<file path="config.mk">
export PLATFORM = sky130hd
export DESIGN_NAME = bus_decoder
export DESIGN_NICKNAME = d
export VERILOG_FILES = /design/src/rtl/bus_pkg.sv /design/src/rtl/bus_decoder.sv
export VERILOG_INCLUDE_DIRS = /design/src /design/src/rtl
export SDC_FILE = /design/constraint.sdc
export NUM_CORES = 1
export LEC_CHECK = 0
export ABC_AREA = 1
export BUFFER_PORTS_ARGS = -buffer_cell sky130_fd_sc_hd__buf_2
export CORE_AREA = 2 2 200 202
export DETAILED_ROUTE_END_ITERATION = 8
export DIE_AREA = 0 0 202 204
export GPL_TIMING_DRIVEN = 1
export SETUP_SLACK_MARGIN = 0.3
export SYNTH_ARGS = -nofsm -noshare
export SYNTH_HDL_FRONTEND = slang
export SYNTH_SLANG_ARGS = --single-unit
</file>
<file path="constraint.sdc">
create_clock -name clk_i -period 2.58 [get_ports clk_i]
set_clock_uncertainty 0.1 [all_clocks]
set_input_delay 0.516 -clock clk_i [delete_from_list [all_inputs] [get_ports clk_i]]
set_output_delay 0.516 -clock clk_i [all_outputs]
set_load 0.01 [all_outputs]
</file>
<file path="src/rtl/harness_macros.svh">
// ~~~~~~~~~~~~~~~~~~~~~~~~~~~~~~~~~~~~~~~~~~~~~~~~~~~~~~~~~~~~
// Address map and widths of the memory and debug harness.
// The SRAM spans the ROM and data-memory windows back to back,
// so SRAM_WORDS times the bus width in bytes must match both.
// Addresses are byte addresses on a 64-bit data bus.
// ~~~~~~~~~~~~~~~~~~~~~~~~~~~~~~~~~~~~~~~~~~~~~~~~~~~~~~~~~~~~

`ifndef HARNESS_MACROS_SVH
`define HARNESS_MACROS_SVH

// Wishbone bus geometry
`define BUS_ADDR_WIDTH 32
`define BUS_DATA_WIDTH 64
`define BUS_SEL_WIDTH  8

// Memory windows, both backed by one SRAM
`define ROM_BASE    32'h0000_0000
`define ROM_LENGTH  32'h0000_4000
`define DMEM_BASE   32'h0000_4000
`define DMEM_LENGTH 32'h0000_4000

`define DEBUG_BASE   32'h1200_0000
`define DEBUG_LENGTH 32'h0000_1000

`define SRAM_WORDS 4096 // 64-bit words

// Debug module interface
`define DMI_ADDR_WIDTH 7
`define DMI_DATA_WIDTH 32

`endif
</file>
<file path="src/rtl/bus_pkg.sv">
// ~~~~~~~~~~~~~~~~~~~~~~~~~~~~~~~~~~~~~~~~~~~~~~~~~~~~~~~~~~~~
// Wishbone classic types shared by master, decoder and slaves.
// One outstanding transfer at a time, no pipelined mode.
// A response carries ack or err, never both.
// ~~~~~~~~~~~~~~~~~~~~~~~~~~~~~~~~~~~~~~~~~~~~~~~~~~~~~~~~~~~~

`default_nettype none

`include "harness_macros.svh"

package bus_pkg;

    // One master request, held stable until ack or err
    typedef struct packed {
        logic                         cyc;
        logic                         stb;
        logic                         we;
        logic [`BUS_ADDR_WIDTH-1:0]   adr;
        logic [`BUS_SEL_WIDTH-1:0]    sel;   // Byte enables
        logic [`BUS_DATA_WIDTH-1:0]   dat;   // Write data
    } wb_req_t;

    // Slave response, valid for exactly one cycle
    typedef struct packed {
        logic                         ack;
        logic                         err;
        logic [`BUS_DATA_WIDTH-1:0]   dat;   // Read data
    } wb_resp_t;

    // Decoded destination of a transfer
    typedef enum logic [1:0] {
        TARGET_MEM   = 2'd0,
        TARGET_DEBUG = 2'd1,
        TARGET_NONE  = 2'd2
    } target_e;

endpackage

`default_nettype wire

</file>
<file path="src/rtl/bus_decoder.sv">
// ~~~~~~~~~~~~~~~~~~~~~~~~~~~~~~~~~~~~~~~~~~~~~~~~~~~~~~~~~~~~
// Address decoder for one Wishbone master and two slaves.
// Routing is combinational, so the master sees the latency of
// the selected slave. Unmapped addresses get a registered err
// one cycle after stb. The master must hold the address until
// it sees ack or err.
// ~~~~~~~~~~~~~~~~~~~~~~~~~~~~~~~~~~~~~~~~~~~~~~~~~~~~~~~~~~~~

`timescale 1ns/10ps
`default_nettype none

`include "harness_macros.svh"

module bus_decoder import bus_pkg::*; (
    input  wire logic     clk_i,
    input  wire logic     rst_n_i,
    input  wire wb_req_t  wb_req_i,
    input  wire wb_resp_t mem_resp_i,
    input  wire wb_resp_t dbg_resp_i,
    output wb_resp_t      wb_resp_o,
    output wb_req_t       mem_req_o,
    output wb_req_t       dbg_req_o
);

    localparam logic [`BUS_ADDR_WIDTH-1:0] MEM_SPAN = `DMEM_BASE + `DMEM_LENGTH - `ROM_BASE;

    logic [`BUS_ADDR_WIDTH-1:0] mem_off;
    logic [`BUS_ADDR_WIDTH-1:0] dbg_off;
    target_e                    target;
    logic                       req_valid;
    logic                       err_d;
    logic                       err_q;
    logic                       served_q;   // Err already given for this stb

    // Window offsets, wrap-around puts low addresses out of range
    assign mem_off = wb_req_i.adr - `ROM_BASE;
    assign dbg_off = wb_req_i.adr - `DEBUG_BASE;

    always_comb begin
        if (mem_off < MEM_SPAN) begin
            target = TARGET_MEM;
        end else if (dbg_off < `DEBUG_LENGTH) begin
            target = TARGET_DEBUG;
        end else begin
            target = TARGET_NONE;
        end
    end

    // Only the selected slave sees stb
    always_comb begin
        mem_req_o     = wb_req_i;
        dbg_req_o     = wb_req_i;
        mem_req_o.stb = wb_req_i.stb && (target == TARGET_MEM);
        dbg_req_o.stb = wb_req_i.stb && (target == TARGET_DEBUG);
    end

    assign req_valid = wb_req_i.cyc && wb_req_i.stb;
    assign err_d     = req_valid && (target == TARGET_NONE) && !served_q;

    always_ff @(posedge clk_i or negedge rst_n_i) begin
        if (!rst_n_i) begin
            err_q    <= 1'b0;
            served_q <= 1'b0;
        end else begin
            err_q    <= err_d;
            served_q <= req_valid ? (served_q || err_d) : 1'b0; // Cleared once stb drops
        end
    end

    // Response path follows the address still held by the master
    always_comb begin
        case (target)
            TARGET_MEM:   wb_resp_o = mem_resp_i;
            TARGET_DEBUG: wb_resp_o = dbg_resp_i;
            default: begin
                wb_resp_o     = '0;
                wb_resp_o.err = err_q;
            end
        endcase
    end

endmodule

`default_nettype wire

</file>
-- After elaboration in Yosys (flattened, before gate mapping)
Index checks and enable logic that the tools add are counted.
- $lt $le $gt $ge: 2
- add/subtract/negate cells: 1
- mux-type cells: 4
- reduce and logical (&&, ||, !) cells: 8
- equal/unequal tests: 2
- operators with widths (kind ; count):
    $pmux W66 S2 ; 1
    $lt A32 B13 Y1 const B ; 1
    $lt A32 B16 Y1 const B ; 1
    $sub A32 B29 Y32 const B ; 1
    $logic_and A1 B1 Y1 ; 5
    $mux W2 ; 2
    $eq A2 B1 Y1 const B ; 1
    $eq A2 B2 Y1 const B ; 1
    $logic_not A2 Y1 ; 1
    $logic_not A1 Y1 ; 1
    $logic_or A1 B1 Y1 ; 1
    $mux W1 ; 1
- input port bits: 241
- word-level logic and storage cells: 19
- bits in registers: 2

-- Depth between registers and ports, before layout
Gate-level depths: netlist (run 1).
- word-level depth: 9
- mapped depth: 12

-- Worst setup path after synthesis (run 1)
Ideal clock, no wire load.
- kind: input -> output
- start: input wb_req_i[97] in the netlist's numbering
- end: output wb_resp_o[0] in the netlist's numbering
- slack: 348 ps
- data required time: 1964 ps
- data arrival time: 1616 ps
- cell stages on the path: 10
- path through: inv_2 ha_1 nand2_1 nor2_1 nand2_1 nor2_2 buf_6 buf_12 nand2_2 nand2_1
- RTL lines (what ; line ; text):
    from (decl) ; bus_decoder.sv:17 ; input wire wb_req_t wb_req_i,
    to (decl) ; bus_decoder.sv:20 ; output wb_resp_t wb_resp_o,

==> out/qor.yml, run 1 <==
status: "finished, final reports clean"
die_area_um2: 41200
rsz0062_at_grt: "yes"
grt_pass1_vias: 2555
slew_headroom_pct: 84.1
setup_viol: 0
synth_area_per_cell_um2: 5.78
max_stage_delay_ns: 0.18
firstDrtPassIters: 4
cts_inserted_buffers: 3
setup.worst_path.end_class: "output port"
dp.final_hpwl_mm: 9.12
cp.arrival_ns: 1.89
clockRootBuffer: "clkbuf_16"
design.core.area_um2: 39200
critical_path_buf_inv_count: 6
ant_nets: 0
grt_pass1_wl_mm: 14.5
holdCritPathClass: "flop to flop"
drive_gt1_share_pct: 67.9
synth_compound_area_share_pct: 0.353
ys_types: 19
cap_violations: 0
multi_input_area_um2: 1280
htree_levels: 1
yosysWarnings: 0
area_growth_pct: 44.9
seq_area_frac_synth_pct: 1.77
hold_depth: 3
wl_met2_mm: 6.41
power.total_mw: 0.526
crit_chain: "buf_6 -> inv_4 -> ha_4 -> inv_2 -> nand2_2 -> nand2_2 -> nor2_2 -> nand2_2 -> nor2_4 -> buf_12 -> buf_6 -> nand2_1 -> nand2_1 -> buf_2"
r2r-start: "served_q"
synth_seq_cells: 2
fin_crit_ns: 2.51
clock_path_buffers: 2
die_w_um: 202
synthSimpleGateAreaFrac_pct: 34.7
synth_fa_ha_area_share_pct: 0.442
cts.sinks: 2
crit_type: "input pin to output port"
cp_max_fo: 7
worst_pin_slew_ns: 0.236
fmax_mhz: 399
reg2regPathDepth: 3
diodes: 0
utilization_pct: 10.5
leakagePower_nw: 2.35
timing.critical_path.mode_cell: "nand2_2"
synth_top_family_by_area: "buffers and inverters"
ir_drop_mv: 0.351
synthMuxAreaShare_pct: 0
wl_met1_mm: 4.66
fin_nets: 808
final_max_slew_viol_count: 0
critical_path.endpoint: "wb_resp_o[34]"
drt_iter0_drc: 78
start_kind: "input pin"
start_util_pct: 7.23
antenna_found_initial: 0
drcViolationCount: 0
yosys.area_share.xor_xnor_pct: 0
grt_max_degree: 40
clkLatencyLatePin_ns: 0.22
syn-cell-area_um2: 2830
die_y_um: 204
clk_transition_reported_paths_ns: 0.03
period_share_pct: 97.1
final_common_cell: "buf_2"
crit_slowest_cell: "buf_12"
power_density_nw_per_um2: 128
rrSetupSlack_ns: 1.85
io_buffers: 265
regArea_um2: 50.0
post_drt_wl_per_cell_um: 13.0
crit_start: "wb_req_i[98]"
reg2reg_to: "err_q"
vias_per_cell: 2.78
gp_congestion: 0.762
cts_tree: "done"
synth_nets: 732
track_usage_pct: 4.59
layout_common_cells: "242 x buf_2, 150 x nand2_1, 52 x nand2_2, 27 x buf_6"
io_pins: 521
path_depth: 14
highest_layer: "met5"
grt-ovfl-total: 0
netlist_instances: 490
fillers: 4609
required_ns: 1.96
path_delay_family: "buffers and inverters"
finalHoldViolations: 0
wl_mm: 14.2
num_rows: 73
vias: 3025
wl_met3_mm: 2.57
==> synth_stat cells <==
library cell	instances	share of area (%)
inv_2	3	0.40
nand2_2	11	2.4
buf_12	1	0.71
dfrtp_1	2	1.8
nor2_2	2	0.44
buf_6	9	3.6
o21ai_0	1	0.18
buf_2	4	0.71
a21oi_1	1	0.18
buf_4	212	56
nor2_1	20	2.7
nand4_1	1	0.22
nor3_1	1	0.18
nand2_1	205	27
inv_1	9	1.2
nor3_2	1	0.35
ha_1	1	0.44
nand3_2	1	0.35
nand3_1	5	0.88
==> worst min path at each step <==
| stage | startpoint | end | slack (ns) |
|---|---|---|---|
| after floorplan | rst_n_i | err_q | 0.12 |
| after global placement | rst_n_i | served_q | 0.20 |
| after detailed placement | rst_n_i | served_q | 0.21 |
| after CTS | served_q | err_q | 0.40 |
| after global routing | served_q | err_q | 0.43 |
| final | served_q | err_q | 0.39 |
==> report_power, final <==
| part | switching, mW | internal, mW |
|---|---|---|
| Sequential | 0.000944 | 0.0332 |
| Clock | 0.0356 | 0.197 |
| Combinational | 0.120 | 0.139 |
| Total | 0.157 | 0.369 |
==> flip-flops by register name, indices dropped and copies added (netlist names) <==
signal and cells:
served_q 1, err_q 1
==> per-stage QoR <==
| step | TNS, ns | hold slack (ns) | worst slack (ns) | area, um^2 | cells |
|---|---|---|---|---|---|
| 6_report | 0 | 0.393 | 0.0737 | 4100 | 1089 |
| 5_1_grt | -0.626 | 0.432 | -0.0375 | 4100 | 1089 |
| 4_1_cts | 0 | 0.403 | 0.0489 | 3320 | 1071 |
| 3_5_place_dp | 0 | 0.207 | 0.0538 | 3240 | 1067 |
| 3_3_place_gp | 0 | 0.205 | 0.0612 | 3240 | 1067 |
| 2_1_floorplan | 0 | 0.120 | 0.348 | 2830 | 490 |
==> logic make-up (layout without fill, tap and decap cells) <==
kind of cell               count (synthesis)  after routing
and+or+nand+nor                          247            247
adders and majority gates                  1              1
buffers and inverters                    238            312
DFF                                        2              2
AOI/OAI and AO/OA                          2              2
==> tightest hold or removal path: stages, from the launching register on <==
cell	delay, ns
dfrtp_1	0.31
inv_1	0.04
nand3_1	0.06
nor2_1	0.04
==> layout make-up <==
cell class | instances | area share (%)
Timing Repair Buffer | 297 | 48.1
Multi-Input combinational cell | 250 | 31.3
Tap cell | 525 | 16.0
Clock buffer | 3 | 1.83
Inverter | 12 | 1.59
Sequential cell | 2 | 1.22
==> what timing repair did <==
action                     in CTS  in global routing
setup buffers                   0                  5
pin swaps                       0                 50
resized for setup               0                129
setup endpoints to repair      66                 68
hold endpoints to repair        2                  0
gates cloned                    0                 13
hold buffers                    1                  0
==> layer usage <==
layer,vias to the layer above,global-route usage (%)
met5,-,1.43
met4,2,2.07
met3,42,4.80
met2,333,6.79
met1,1246,3.93
li1,1402,-
Power figures use the tool's default switching activity.
==> run 2, diff against run 1 <==
--- a/config.mk
+++ b/config.mk
@@ -8,10 +8,13 @@
 export LEC_CHECK = 0
 export ABC_AREA = 1
 export BUFFER_PORTS_ARGS = -buffer_cell sky130_fd_sc_hd__buf_2
+export CELL_PAD_IN_SITES_DETAIL_PLACEMENT = 0
+export CELL_PAD_IN_SITES_GLOBAL_PLACEMENT = 1
 export CORE_AREA = 2 2 200 202
 export DETAILED_ROUTE_END_ITERATION = 8
 export DIE_AREA = 0 0 202 204
 export GPL_TIMING_DRIVEN = 1
+export PLACE_DENSITY_LB_ADDON = 0.1
 export SETUP_SLACK_MARGIN = 0.3
 export SYNTH_ARGS = -nofsm -noshare
 export SYNTH_HDL_FRONTEND = slang
==> out/qor.yml, run 2 (synthesis gave the netlist of run 1 again) <==
required_ns: 1.96
clkLatencyLatePin_ns: 0.22
setup_slack_ns: 0.0323
critical_path_buf_inv_count: 6
num_rows: 73
grt-ovfl-total: 0
die_area_um2: 41200
io_buffers: 265
cts_tree: "done"
layout_common_cells: "229 x buf_2, 109 x nand2_1, 69 x nand2_2, 38 x nand2_4, 38 x buf_6"
dp.final_hpwl_mm: 10.6
final_common_cell: "buf_2"
drt_iter0_drc: 92
slew_headroom_pct: 84.1
max_stage_delay_ns: 0.26
vias: 3001
crit_chain: "buf_6 -> inv_4 -> ha_4 -> nand2_2 -> nor2_2 -> nand2_2 -> nor2_4 -> buf_12 -> buf_12 -> buf_12 -> nand2_4 -> nand2_2 -> buf_6"
ir_drop_mv: 0.164
drive_gt1_share_pct: 76.1
place_ws_ns: -0.116
start_kind: "input pin"
sw_frac_of_total_pct: 30.5
p_sw_mw: 0.162
period_share_pct: 98.7
worst_pin_slew_ns: 0.235
grt_pass1_wl_mm: 19.5
diodes: 0
firstDrtPassIters: 4
grt_pass1_vias: 2937
cp_max_fo: 5
setup.worst_path.end_class: "output port"
whs_ns: 0.409
setup_viol: 0
cts_inserted_buffers: 3
wl_mm: 15.3
leakagePower_nw: 2.63
post_drt_wl_per_cell_um: 13.9
clockRootBuffer: "clkbuf_16"
fin_nets: 822
clk_transition_reported_paths_ns: 0.03
ant_nets: 0
drcViolationCount: 0
area_growth_pct: 64.1
status: "finished, final reports clean"
crit_slowest_cell: "ha_4"
start_util_pct: 7.23
track_usage_pct: 6.41
antenna_found_initial: 2
p_int_mw: 0.369
final_max_slew_viol_count: 0
cts.sinks: 2
p_seq_share_pct: 6.4
fin_crit_ns: 2.55
vias_per_cell: 2.72
cp.arrival_ns: 1.93
pwr-share-clk_pct: 43.6
gp_congestion: 0.682
fmax_mhz: 393
die_y_um: 204
reg.largest.list: "err_q (1), served_q (1)"
io_pins: 521
htree_levels: 1
power_density_nw_per_um2: 114
finalHoldViolations: 0
grt_max_degree: 35
design.core.area_um2: 39200
cap_violations: 0
clock_path_buffers: 2
power_frac_comb_pct: 50.0
die_w_um: 202
crit_type: "input pin to output port"
holdCritPathClass: "flop to flop"
path_delay_family: "buffers and inverters"
rsz0062_at_grt: "yes"
run 2: cell types whose count changed in the layout (fill, tap and decap cells not counted), moves of 8 or more:
cell,change
buf_4,+8
buf_6,+11
buf_2,-13
nand2_1,-41
nand2_4,+24
nand2_2,+17
run 2: through the flow:
| stage | utilization (%) | cell area [um^2] | total power, mW | setup TNS, ns | std cells |
|---|---|---|---|---|---|
| after floorplan | - | 2830 | 0.395 | 0 | 490 |
| after global placement | 8.44 | 3310 | 0.267 | -2.35 | 1075 |
| after detailed placement | 8.44 | 3310 | 0.261 | -3.17 | 1075 |
| after CTS | 9.98 | 3910 | 0.516 | 0 | 1094 |
| after global routing | 11.9 | 4650 | 0.568 | -0.782 | 1103 |
| final | 11.9 | 4650 | 0.531 | 0 | 1103 |
run 2: worst paths after layout:
check | startpoint | to | slack, ns | cells after the start
max in group asynchronous | rst_n_i | served_q | 1.71 | 2
min in group asynchronous | rst_n_i | err_q | 0.57 | 2
worst max-delay path | wb_req_i[98] | wb_resp_o[24] | 0.03 | 13
worst min register to register | served_q | err_q | 0.41 | 3
worst max register to register | served_q | err_q | 1.81 | 3
worst min-delay path | served_q | err_q | 0.41 | 3
run 2: power groups by stage:
stage | clock [mW] | sequential (mW) | combinational (mW)
after global routing | 0.243 | 0.0340 | 0.291
after CTS | 0.237 | 0.0338 | 0.245
after floorplan | 0 | 0.0338 | 0.361
after global placement | 0 | 0.0340 | 0.233
after detailed placement | 0 | 0.0341 | 0.227
final | 0.232 | 0.0338 | 0.266
run 2: timing repair:
item	4_1_cts	5_1_grt
setup endpoints to repair	68	68
hold endpoints to repair	2	0
pin swaps	34	63
buffers inserted	7	4
cloned	8	5
hold buffers	1	0
resized for setup	64	151
run 2: worst min-delay path, stage by stage, from the launching register on:
cell and delay [ns]:
dfrtp_1 0.32, inv_1 0.05, nand3_1 0.06, nor2_1 0.05
run 2: area by class of cell:
class	instances	area, um^2
Inverter	12	57.6
Sequential cell	2	50.0
Fill cell	4625	34500
Timing Repair Buffer	311	2290
Clock buffer	3	75.1
Tap cell	525	657
Multi-Input combinational cell	250	1510
run 2: routing by layer:
metal,up-vias,global-route usage (%),wire length (um)
li1,1432,-,-
met1,1243,7.21,5860
met2,303,10.3,7060
met3,19,4.35,2290
met4,4,0.604,78
met5,-,0,22
