### src/rtl/harness_macros.svh
// ~~~~~~~~~~~~~~~~~~~~~~~~~~~~~~~~~~~~~~~~~~~~~~~~~~~~~~~~~~~~
// Address map and widths of the memory and debug harness.
// The SRAM spans the ROM and data-memory windows back to back,
// so SRAM_WORDS times the bus width in bytes must match both.
// Addresses are byte addresses on a 64-bit data bus.
// ~~~~~~~~~~~~~~~~~~~~~~~~~~~~~~~~~~~~~~~~~~~~~~~~~~~~~~~~~~~~

`ifndef HARNESS_MACROS_SVH
`define HARNESS_MACROS_SVH

// Wishbone bus geometry
`define BUS_ADDR_WIDTH 32
`define BUS_DATA_WIDTH 64
`define BUS_SEL_WIDTH  8

// Memory windows, both backed by one SRAM
`define ROM_BASE    32'h0000_0000
`define ROM_LENGTH  32'h0000_4000
`define DMEM_BASE   32'h0000_4000
`define DMEM_LENGTH 32'h0000_4000

`define DEBUG_BASE   32'h1200_0000
`define DEBUG_LENGTH 32'h0000_1000

`define SRAM_WORDS 4096 // 64-bit words

// Debug module interface
`define DMI_ADDR_WIDTH 7
`define DMI_DATA_WIDTH 32

`endif
### src/rtl/debug_pkg.sv
// ~~~~~~~~~~~~~~~~~~~~~~~~~~~~~~~~~~~~~~~~~~~~~~~~~~~~~~~~~~~~
// Debug module interface types.
// Only a small subset of the debug register map is present.
// ~~~~~~~~~~~~~~~~~~~~~~~~~~~~~~~~~~~~~~~~~~~~~~~~~~~~~~~~~~~~

`default_nettype none

`include "harness_macros.svh"

package debug_pkg;

    typedef enum logic [1:0] {
        DMI_NOP   = 2'd0,
        DMI_READ  = 2'd1,
        DMI_WRITE = 2'd2
    } dmi_op_e;

    // Valid for one cycle, op is DMI_NOP when idle
    typedef struct packed {
        dmi_op_e                      op;
        logic [`DMI_ADDR_WIDTH-1:0]   addr;
        logic [`DMI_DATA_WIDTH-1:0]   data;
    } dmi_req_t;

    // Implemented DMI register addresses
    typedef enum logic [`DMI_ADDR_WIDTH-1:0] {
        DM_DATA0   = 7'h04,
        DM_CONTROL = 7'h10,   // Bit 31 halt request
        DM_STATUS  = 7'h11    // Read-only, bit 8 mirrors halt request
    } dm_reg_e;

endpackage

`default_nettype wire

### src/rtl/bus_pkg.sv
// ~~~~~~~~~~~~~~~~~~~~~~~~~~~~~~~~~~~~~~~~~~~~~~~~~~~~~~~~~~~~
// Wishbone classic types shared by master, decoder and slaves.
// One outstanding transfer at a time, no pipelined mode.
// A response carries ack or err, never both.
// ~~~~~~~~~~~~~~~~~~~~~~~~~~~~~~~~~~~~~~~~~~~~~~~~~~~~~~~~~~~~

`default_nettype none

`include "harness_macros.svh"

package bus_pkg;

    // One master request, held stable until ack or err
    typedef struct packed {
        logic                         cyc;
        logic                         stb;
        logic                         we;
        logic [`BUS_ADDR_WIDTH-1:0]   adr;
        logic [`BUS_SEL_WIDTH-1:0]    sel;   // Byte enables
        logic [`BUS_DATA_WIDTH-1:0]   dat;   // Write data
    } wb_req_t;

    // Slave response, valid for exactly one cycle
    typedef struct packed {
        logic                         ack;
        logic                         err;
        logic [`BUS_DATA_WIDTH-1:0]   dat;   // Read data
    } wb_resp_t;

    // Decoded destination of a transfer
    typedef enum logic [1:0] {
        TARGET_MEM   = 2'd0,
        TARGET_DEBUG = 2'd1,
        TARGET_NONE  = 2'd2
    } target_e;

endpackage

`default_nettype wire

### src/rtl/debug_regs.sv
// ~~~~~~~~~~~~~~~~~~~~~~~~~~~~~~~~~~~~~~~~~~~~~~~~~~~~~~~~~~~~
// Debug register block with a DMI port and a Wishbone port.
// Bus map: offset 0 data0, offset 8 status, rest reads zero.
// A DMI write to data0 wins over a bus write in the same cycle.
// DMI read data is captured one cycle after the request and
// held until the next DMI read.
// ~~~~~~~~~~~~~~~~~~~~~~~~~~~~~~~~~~~~~~~~~~~~~~~~~~~~~~~~~~~~

`timescale 1ns/10ps
`default_nettype none

`include "harness_macros.svh"

module debug_regs import bus_pkg::*, debug_pkg::*; (
    input  wire logic                       clk_i,
    input  wire logic                       rst_n_i,
    input  wire wb_req_t                    wb_req_i,
    input  wire dmi_req_t                   dmi_req_i,
    output wb_resp_t                        wb_resp_o,
    output logic [`DMI_DATA_WIDTH-1:0]      dmi_rdata_o,
    output logic                            debug_req_o
);

    localparam int unsigned HALT_CTRL_BIT = 31;
    localparam int unsigned HALT_STAT_BIT = 8;
    localparam logic [`BUS_ADDR_WIDTH-1:0] OFFS_DATA0  = 'h0;
    localparam logic [`BUS_ADDR_WIDTH-1:0] OFFS_STATUS = 'h8;

    logic [`DMI_DATA_WIDTH-1:0] data0_q;
    logic                       halt_q;
    logic [`DMI_DATA_WIDTH-1:0] status_w;
    logic [`DMI_DATA_WIDTH-1:0] dmi_rd_word;
    logic [`DMI_DATA_WIDTH-1:0] dmi_rdata_q;
    logic [`BUS_ADDR_WIDTH-1:0] bus_off;
    logic [`BUS_DATA_WIDTH-1:0] bus_rd_word;
    logic [`BUS_DATA_WIDTH-1:0] bus_rdata_q;
    logic                       req_valid;
    logic                       access;
    logic                       bus_wr_data0;
    logic                       dmi_wr;
    logic                       ack_q;
    logic                       served_q;

    always_comb begin
        status_w                = '0;
        status_w[HALT_STAT_BIT] = halt_q;
    end

    assign bus_off      = wb_req_i.adr - `DEBUG_BASE;
    assign req_valid    = wb_req_i.cyc && wb_req_i.stb;
    assign access       = req_valid && !served_q;
    assign bus_wr_data0 = access && wb_req_i.we && (bus_off == OFFS_DATA0);
    assign dmi_wr       = (dmi_req_i.op == DMI_WRITE);

    // DMI read mux
    always_comb begin
        case (dmi_req_i.addr)
            DM_DATA0:   dmi_rd_word = data0_q;
            DM_CONTROL: dmi_rd_word = {halt_q, {(`DMI_DATA_WIDTH-1){1'b0}}};
            DM_STATUS:  dmi_rd_word = status_w;
            default:    dmi_rd_word = '0;   // Unknown register
        endcase
    end

    // Bus read mux, 32-bit registers zero-extended
    always_comb begin
        if (bus_off == OFFS_DATA0) begin
            bus_rd_word = {{(`BUS_DATA_WIDTH-`DMI_DATA_WIDTH){1'b0}}, data0_q};
        end else if (bus_off == OFFS_STATUS) begin
            bus_rd_word = {{(`BUS_DATA_WIDTH-`DMI_DATA_WIDTH){1'b0}}, status_w};
        end else begin
            bus_rd_word = '0;
        end
    end

    always_ff @(posedge clk_i or negedge rst_n_i) begin
        if (!rst_n_i) begin
            data0_q     <= '0;
            halt_q      <= 1'b0;
            dmi_rdata_q <= '0;
        end else begin
            if (dmi_wr && (dmi_req_i.addr == DM_DATA0)) begin
                data0_q <= dmi_req_i.data;
            end else if (bus_wr_data0) begin
                for (int b = 0; b < `DMI_DATA_WIDTH/8; b++) begin
                    if (wb_req_i.sel[b]) begin
                        data0_q[b*8 +: 8] <= wb_req_i.dat[b*8 +: 8];
                    end
                end
            end
            if (dmi_wr && (dmi_req_i.addr == DM_CONTROL)) begin
                halt_q <= dmi_req_i.data[HALT_CTRL_BIT];
            end
            if (dmi_req_i.op == DMI_READ) begin
                dmi_rdata_q <= dmi_rd_word;   // Held until next read
            end
        end
    end

    // Bus handshake, one ack per stb
    always_ff @(posedge clk_i or negedge rst_n_i) begin
        if (!rst_n_i) begin
            ack_q    <= 1'b0;
            served_q <= 1'b0;
        end else begin
            ack_q    <= access;
            served_q <= req_valid ? (served_q || access) : 1'b0;
        end
    end

    always_ff @(posedge clk_i) begin
        if (access && !wb_req_i.we) begin
            bus_rdata_q <= bus_rd_word;
        end
    end

    always_comb begin
        wb_resp_o     = '0;
        wb_resp_o.ack = ack_q;
        wb_resp_o.dat = bus_rdata_q;
    end

    assign dmi_rdata_o = dmi_rdata_q;
    assign debug_req_o = halt_q;

endmodule

`default_nettype wire

### config.mk
export PLATFORM = sky130hd
export DESIGN_NAME = debug_regs
export DESIGN_NICKNAME = d
export VERILOG_FILES = /design/src/rtl/debug_pkg.sv /design/src/rtl/bus_pkg.sv /design/src/rtl/debug_regs.sv
export VERILOG_INCLUDE_DIRS = /design/src /design/src/rtl
export SDC_FILE = /design/constraint.sdc
export NUM_CORES = 1
export LEC_CHECK = 0
export BUFFER_PORTS_ARGS = -buffer_cell sky130_fd_sc_hd__buf_2
export CELL_PAD_IN_SITES_DETAIL_PLACEMENT = 1
export CELL_PAD_IN_SITES_GLOBAL_PLACEMENT = 2
export CORE_MARGIN = 1
export CORE_UTILIZATION = 29
export CTS_CLUSTER_SIZE = 16
export DETAILED_ROUTE_END_ITERATION = 12
export GPL_TIMING_DRIVEN = 0
export PLACE_DENSITY = 0.88
export SLEW_MARGIN = 30
export SYNTH_ARGS = -nofsm -noshare
export SYNTH_HDL_FRONTEND = slang
export SYNTH_SLANG_ARGS = --single-unit
### constraint.sdc
create_clock -name clk_i -period 3.8 [get_ports clk_i]
set_input_delay 0.19 -clock clk_i [delete_from_list [all_inputs] [get_ports clk_i]]
set_output_delay 0.19 -clock clk_i [all_outputs]
set_load 0.005 [all_outputs]
=== Word-level counts from Yosys, hierarchy flattened ===
Index checks and enable logic that the tools add are counted.

* Register bits: 131

* Add/sub/neg operators: 1
* Equality and inequality tests: 6
* Mux-type cells: 10
* Reductions and logical operators: 20

{| class="wikitable"
|+ Operators by type and width
! kind !! count
|-
| $mux W32 || 3
|-
| $pmux W32 S3 || 1
|-
| $eq A32 B4 Y1 const B || 1
|-
| $logic_not A32 Y1 || 1
|-
| $mux W8 || 4
|-
| $sub A32 B29 Y32 const B || 1
|-
| $eq A7 B5 Y1 const B || 2
|-
| $reduce_bool A2 Y1 || 5
|-
| $mux W9 || 1
|-
| $reduce_and A2 Y1 || 4
|-
| $eq A7 B3 Y1 const B || 1
|-
| $logic_and A1 B1 Y1 || 7
|-
| $eq A2 B1 Y1 const B || 1
|-
| $eq A2 B2 Y1 const B || 1
|-
| $logic_not A1 Y1 || 2
|-
| $logic_or A1 B1 Y1 || 1
|-
| $mux W1 || 1
|}

=== Depth between registers and ports, before layout ===
Gate-level depths: netlist of the first run.

* Word-level depth: 6
* Gate-level depth with buffers: 8
* Depth with buffers taken out: 7

=== Worst setup path before layout of the first run ===
OpenSTA, ideal clock, no wires.

* Kind: reg2reg
* From: register served_q
* To: register bus_rdata_q[0], enable pin
* Setup time: 425 ps
* Data arrival time: 2035 ps
* Required time: 3375 ps
* Path slack: 1339 ps
* Stages on the path, launching flop included: 3
* Path buffers: 0
* Clock period less this slack: 2461 ps
* Cells stage by stage: dfrtp_1 -> and3b_1 -> nor2b_1

* Longest elaborated chain between the ends: 3

{| class="wikitable"
|+ RTL lines
! what !! RTL line !! source
|-
| start, declared || debug_regs.sv:42 || <nowiki>logic served_q;</nowiki>
|-
| start signal, assigned || debug_regs.sv:107 || <nowiki>served_q <= req_valid ? (served_q || access) : 1'b0;</nowiki>
|-
| $logic_not A1 Y1 || debug_regs.sv:51 || <nowiki>assign access = req_valid && !served_q;</nowiki>
|-
| $logic_and A1 B1 Y1 || debug_regs.sv:51 ||
|-
| via access || debug_regs.sv:38 || <nowiki>logic access;</nowiki>
|-
| $logic_and A1 B1 Y1 || debug_regs.sv:112 || <nowiki>if (access && !wb_req_i.we) begin</nowiki>
|-
| end signal, assigned || debug_regs.sv:113 || <nowiki>bus_rdata_q <= bus_rd_word;</nowiki>
|-
| end, declared || debug_regs.sv:36 || <nowiki>logic [`BUS_DATA_WIDTH-1:0] bus_rdata_q;</nowiki>
|}

The timed path passes the listed nets, and every way through them passes these cells.
A chain may end at the register's enable or synchronous reset.

=== Final worst setup path of the first run ===
* From: input port wb_req_i[97] (netlist bit)
* To: register bus_rdata_q[5], data pin

* Longest elaborated chain between the ends: 3

{| class="wikitable"
|+ RTL lines
! what !! RTL line !! source
|-
| start, declared || debug_regs.sv:17 || <nowiki>input wire wb_req_t wb_req_i,</nowiki>
|-
| $sub A32 B29 Y32 (no source line) || -- ||
|-
| $logic_not A32 Y1 || debug_regs.sv:67 || <nowiki>if (bus_off == OFFS_DATA0) begin</nowiki>
|-
| $mux W32 || debug_regs.sv:67 ||
|}

Every way passes these cells.

==> metrics.md, run 1 <==
| Metric | Value |
|---|---|
| Slew @ Worst Pin | `0.6947 ns` |
| Placed Cells incl. Taps | `721` |
| Worst-Skew Late Latency | `0.34 ns` |
| Nets | `696` |
| Synth-to-Final Area Change | `36.50%` |
| Worst hold path type | `input pin to flip-flop` |
| Non-filler cells, final | `738` |
| Design Area, Final | `6111 sq um` |
| 1st-iter DRT viols | `96` |
| Final setup viols | `0` |
| Crit path capture | `bus_rdata_q[5]` |
| Drt total wl | `12.12 mm` |
| Vias | `3323` |
| Worst Slack Setup Final | `1.430 ns` |
| Pwr Density | `371.5 nW/um^2` |
| Initial Util | `0.2956` |
| Distinct cells, synth | `35` |
| Row Count | `45` |
| Setup WS pre-CTS | `1.025 ns` |
| Skew final | `0.008554 ns` |
| CP startpoint kind | `input pin` |
| Most area-consuming cells after synthesis | `dfrtp_1 37%, edfxtp_1 21%, mux2_2 14%` |
| H-tree Lvls | `3` |
| Setup TNS | `0 ns` |
| Netlist Area Pre-Place | `4477 sq um` |
| Share of the clock period used by the worst path | `0.6237` |
| WS Path Type | `input pin to flip-flop` |
| Placed cell areas | `5793 sq um` |
| N_diodes | `0` |
| CORE AREA | `15150 sq um` |
| DRC | `0` |
| DR vias/cell | `4.503` |
| Port Buffers | `179` |
| Worst VDD drop | `0.0001889 V` |
| M3 GR Usage | `0.03568` |
| Critical Path Source | `wb_req_i[97]` |
| Layout cells sized above 1 | `0.5455` |
| Die area | `15940 sq um` |
| Root Driver | `clkbuf_16` |
| Tmin final | `2.370 ns` |
| # IOs | `249` |
| TritonCTS clock tree | `done` |
| Pre-antenna DRT Iters | `4` |
| Static leakage | `3.092 nW` |
| Max capacitance violation total | `0` |
| Area leader, netlist | `dfrtp_1` |
| CTS resizes | `0` |
| Reg2reg setup slack | `1.82 ns` |
| Initial antenna violation count | `0` |
| Sequential share of the synthesized area | `0.5892` |
| Cell depth of the worst flop-to-flop path | `5` |
| Total grt overflow | `0` |
| Top Usage Layer GRT | `met2` |
| Die width | `126.2 um` |
| Final Max Slew Viols | `0` |
| Reg2reg end | `data0_q[22]` |
| Status | `complete, no violations` |
| Worst Path Arrival | `2.58 ns` |
| Crit path capture type | `flip-flop` |
| Largest net degree at the start of global routing | `45` |
| Max Clk Rate | `0.4219 GHz` |
| Yosys warns | `0` |
| Number of global-route vias before repair | `3549` |
| Drt wl/cell | `16.42 um` |
| Hold_sp | `wb_req_i[105]` |
| Die H | `126.2 um` |
| Routed Antenna Nets | `0` |
| Syn Inst Count | `320` |
| Gr usage total | `0.1584` |
| Global-route wire length before repair | `18.98 mm` |
| Share of the synthesized area in the top cell type | `0.3745` |
| Reg-to-Reg Start | `served_q` |
| GRT met1 Usage | `0.1902` |
| Clock sinks | `99` |
| Clock transition at the registers of the reported paths | `0.07 ns` |
| Worst Path Max Fanout | `10` |
| Maximum buffer depth of the clock tree | `2` |
| GPL Wtd Cong | `0.7748` |
| Hpwl dp | `9.414 mm` |
| Critical path required time | `4.01 ns` |
| Final hold viol count | `0` |
| Syn Area/Cell | `13.99 sq um` |
| Post-CTS setup buffers | `0` |
| Worst slew margin | `0.5333` |
| Num CTS Buffers | `9` |
| Routing usage on met2 | `0.2714` |
| RSZ-0062 raised after global routing | `false` |
| Synthesis-stage register bit count | `99` |
[worst max-delay path, stage by stage]
cell,delay (ns)
buf_2,0.08
inv_1,0.03
ha_1,0.26
nor4bb_1,0.26
nand3_1,0.20
or2_2,0.35
nor3_1,0.58
clkbuf_1,0.43
and2_1,0.20
[per-stage QoR]
| stage | hold WS (ns) | power, mW | utilization |
|---|---|---|---|
| after detailed placement | 0.1274 | 1.345 | 0.3825 |
| final | 0.06882 | 2.270 | 0.4035 |
| after floorplan | -0.1056 | 1.237 | - |
| after global placement | 0.4151 | 1.332 | 0.3782 |
| after global routing | 0.07938 | 2.359 | 0.4035 |
| after CTS | 0.05954 | 2.299 | 0.4035 |
[layout make-up]
| cell class | count | area, sq um |
|---|---|---|
| well taps | 188 | 235.2 |
| clock inverters | 7 | 82.58 |
| plain buffers | 47 | 319.1 |
| repair buffers | 182 | 963.4 |
| fillers | 1662 | 9035 |
| clock buffers | 9 | 225.2 |
| flip-flops and latches | 99 | 2638 |
| inverters | 3 | 11.26 |
| multi-input cells | 203 | 1637 |
[timing repair]
item	4_1_cts	5_1_grt
hold buffers	1	0
endpoints found under the hold margin	23	0
endpoints found under the setup margin	0	0
[cell families after synthesis]
kind of cell	share of synthesized area
xor gates and xnor gates	0.001957
muxes	0.1657
buffers and inverters	0.07378
adders and majority gates	0.002794
AOI/OAI and AO/OA	0.07183
and+or+nand+nor	0.09391
DFF	0.5892
other	0.0008377
[power by group]
group          total, mW  internal, mW  switching [mW]
logic              0.185         0.105          0.0800
clock network      0.948         0.521           0.427
registers           1.14          1.12          0.0146
total               2.27          1.75           0.522
[sequential cells by signal (all words and copies together) (netlist names)]
| signal | count |
|---|---|
| debug_req_o | 1 |
| data0_q | 32 |
| dmi_rdata_o | 32 |
| bus_rdata_q | 32 |
| served_q | 1 |
| ack_q | 1 |
[cell usage in the layout (no fill, tap or decap), types with 2 or more instances in the layout]
cell        count
clkbuf_1       10
buf_16          2
inv_1           3
conb_1         33
mux2_1          8
mux2_2         57
clkinvlp_4      2
clkbuf_16       9
nor4_1          5
and2_1         33
a22o_1         30
buf_2         178
buf_4          37
nand2b_1        3
edfxtp_1       32
o21ai_0         2
nand2_1         5
inv_6           2
dfrtp_1        67
nor3_1          5
a21oi_2         4
[how the worst min path moves through the flow]
stage	endpoint	depth (start not counted)
6_report	served_q	2
5_1_grt	served_q	2
4_1_cts	served_q	2
3_5_place_dp	dmi_rdata_o[14]	1
3_3_place_gp	served_q	2
2_1_floorplan	ack_q	0
[cell usage after synthesis, drive strengths merged]
library cell / count
a22o: 30
conb: 1
a31oi: 1
o31ai: 1
nor3: 6
nor2: 1
mux2i: 1
nand3b: 1
xnor2: 1
o21ai: 2
nor4b: 1
dfrtp: 67
nand2b: 3
edfxtp: 32
nand4: 1
nor2b: 1
clkbuf: 10
nor4: 7
nor3b: 1
inv: 3
mux2: 65
and2: 33
a21oi: 4
nand3: 1
buf: 37
nand2: 5
nor4bb: 1
or2: 1
ha: 1
and3b: 1
[metal layers]
metal | routed length [um] | part of all wire
met1 | 5009 | 0.41
met2 | 6035 | 0.50
met3 | 777 | 0.064
met4 | 297 | 0.025
met5 | 0 | 0
No activity file was read; power rests on OpenSTA's default activity.
==> run 2: changes to the inputs <==
Settings changed: CORE_UTILIZATION 29 to 24, PLACE_DENSITY 0.88 to 0.78.
Clock period 3.8 ns to 2.1 ns, I/O delays scaled along.
==> metrics.md, run 2 (synthesis gave the netlist of run 1 again) <==
| Metric | Value |
|---|---|
| Status | `finished, violations left` |
| Failing checks | `design-rule violations` |
| Clock power share | `0.419 (about the same)` |
| Initial antenna violation count | `0 (unchanged)` |
| Drt total wl | `12.95 mm (+6.8%)` |
| Worst Path Arrival | `2.19 ns (-0.39 ns)` |
| Number of global-route vias before repair | `3669 (+3.4%)` |
| GPL Wtd Cong | `0.7074 (-8.7%)` |
| Logic pwr share | `0.082 (about the same)` |
| Crit path max-delay family | `buffers and inverters` |
| Clock sinks | `99 (unchanged)` |
| Nets | `701 (+0.72%)` |
| DR vias/cell | `4.286 (-4.8%)` |
| Cells along the critical path | `dlygate4sd3_1 -> buf_2 -> and3b_1 -> nand3b_1 -> nor4_4 -> buf_4 -> a21oi_2 -> mux2_2` |
| Static leakage | `3.140 nW (+1.6%)` |
| Final Max Slew Viols | `0 (unchanged)` |
| Seq. cell area | `2638 sq um (unchanged)` |
| Global-route wire length before repair | `20.68 mm (+8.9%)` |
| Buf+Inv Stages, Crit Path | `3 (unchanged)` |
| Final setup viols | `0 (unchanged)` |
| Share of the clock period used by the worst path | `0.9337` |
| DRC | `14 (+14)` |
| Tmin final | `1.961 ns` |
| Commonest cells after routing, fill and taps aside | `178 x buf_2, 67 x dfrtp_1, 57 x mux2_2, 40 x buf_4` |
| Switching part of the total power | `0.2217 (-0.008089)` |
| Worst hold path type | `input pin to flip-flop` |
| Layout cells sized above 1 | `0.5532 (+0.007699)` |
| Die area | `19200 sq um (+20%)` |
| Final hold viol count | `0 (unchanged)` |
| Worst slew margin | `0.5980 (+0.06467)` |
| Commonest non-fill, non-tap cell in the layout | `buf_2` |
| Clock transition at the registers of the reported paths | `0.07 ns (about the same)` |
| CP startpoint kind | `input pin` |
| Slew @ Worst Pin | `0.6018 ns (-0.09294 ns)` |
| Largest net degree at the start of global routing | `41 (-8.9%)` |
| Port Buffers | `179 (unchanged)` |
| H-tree Lvls | `3 (unchanged)` |
| CORE AREA | `18150 sq um (+20%)` |
| Pwr Density | `662.7 nW/um^2 (+78%)` |
| Crit-path slowest cell | `dlygate4sd3_1` |
| Max Clk Rate | `0.5100 GHz` |
| Root Driver | `clkbuf_16` |
| Initial Util | `0.2467 (-0.04889)` |
| Pre-antenna DRT Iters | `8 (+4)` |
| Synth-to-Final Area Change | `39.18%` |
| Drt wl/cell | `16.52 um (+0.57%)` |
| 1st-iter DRT viols | `115 (+20%)` |
| Worst-Skew Late Latency | `0.35 ns (about the same)` |
| Die H | `138.6 um (+9.8%)` |
| Critical path required time | `2.33 ns (-1.68 ns)` |
| Max capacitance violation total | `0 (unchanged)` |
| Num CTS Buffers | `9 (unchanged)` |
| Worst VDD drop | `0.0003089 V (+64%)` |
| Fill cell count | `2023 (+22%)` |
| # IOs | `249 (unchanged)` |
| Worst Path Max Fanout | `8 (-2)` |
| Flop pwr share | `0.498 (-0.003)` |
| Pint | `3.214 mW (+84%)` |
| Setup TNS | `0 ns (unchanged)` |
| Multi-input gate area | `1663 sq um (+1.6%)` |
| Total grt overflow | `0 (unchanged)` |
| Skew final | `0.007063 ns (-0.001491 ns)` |
| Vias | `3360 (+1.1%)` |
| Row Count | `49 (+8.9%)` |
| Maximum buffer depth of the clock tree | `2 (unchanged)` |
| WS Path Type | `input pin to flip-flop` |
| Total power | `4.129 mW (+82%)` |
| Crit path capture type | `flip-flop` |
| Die width | `138.6 um (+9.8%)` |
| N_diodes | `0 (unchanged)` |
| Hpwl dp | `10.09 mm (+7.2%)` |
| Gr usage total | `0.1427 (-0.01567)` |
| RSZ-0062 raised after global routing | `false` |
| Routed Antenna Nets | `0 (unchanged)` |
| Crit-path max cell delay | `0.54 ns (-0.04 ns)` |
| Switch Pwr | `0.9153 mW (+76%)` |
| TritonCTS clock tree | `done` |
## run 2: changes by cell type in the layout (fill, tap and decap cells not counted), sizes merged
cell	before	now
dlygate4sd3	1	3
inv	6	4
buf	218	221
clkbuf	19	21
## run 2: power groups by stage
stage                     Combinational (mW)  Sequential [mW]  Clock, mW
final                                  0.340             2.06       1.73
after global routing                   0.381             2.06       1.87
after CTS                              0.344             2.06       1.77
after detailed placement               0.338             2.10          0
after global placement                 0.317             2.10          0
after floorplan                        0.148             2.09          0
## run 2: path summary, 6_finish.rpt
check	startpoint	endpoint	slack [ns]	depth (start not counted)
worst max-delay path	wb_req_i[105]	data0_q[2]	0.14	8
worst min-delay path	dmi_req_i[31]	debug_req_o	0.03	2
worst max register to register	served_q	data0_q[2]	0.25	6
worst min register to register	dmi_rdata_o[31]	dmi_rdata_o[31]	0.49	2
max in group asynchronous	rst_n_i	data0_q[29]	1.31	3
min in group asynchronous	rst_n_i	data0_q[20]	0.23	2
## run 2: cell type report
| type | count | area share |
|---|---|---|
| Buffer | 47 | 0.05181 |
| Clock buffer | 11 | 0.04056 |
| Clock inverter | 5 | 0.009438 |
| Inverter | 3 | 0.001807 |
| Multi-Input combinational cell | 203 | 0.2669 |
| Sequential cell | 99 | 0.4233 |
| Tap cell | 229 | 0.04598 |
| Timing Repair Buffer | 187 | 0.1602 |
## run 2: stage by stage
step | area, sq um | std cells | utilization | hold WS (ns) | setup WS, ns
2_1_floorplan | 4599 | 352 | - | -0.1906 | 0.2285
3_3_place_gp | 5782 | 760 | 0.3186 | 0.3385 | -0.5963
3_5_place_dp | 5837 | 762 | 0.3216 | 0.05909 | -0.6591
4_1_cts | 6202 | 783 | 0.3418 | 0.01734 | 0.01876
5_1_grt | 6231 | 784 | 0.3434 | 0.04484 | 0.03150
6_report | 6231 | 784 | 0.3434 | 0.03014 | 0.1393
## run 2: what timing repair did
item / CTS / global route
hold buffers: 3 / 0
endpoints found under the hold margin: 28 / 0
setup endpoints to repair: 50 / 53
setup buffers: 2 / 1
resized for setup: 4 / 3
pin swaps: 1 / 0
## run 2: layer usage
layer | part of all wire | global-route usage
met1 | 0.42 | 0.1724
met2 | 0.49 | 0.2445
met3 | 0.062 | 0.02970
met4 | 0.023 | 0.06505
met5 | 0 | 0
## run 2: worst register-to-register path, cell delays in order, from the launching register on
cell and delay [ns]:
dfrtp_1 0.32, and3b_1 0.21, nand3b_1 0.14, nor4_4 0.04
buf_4 0.18, a21oi_2 0.44, mux2_2 0.40
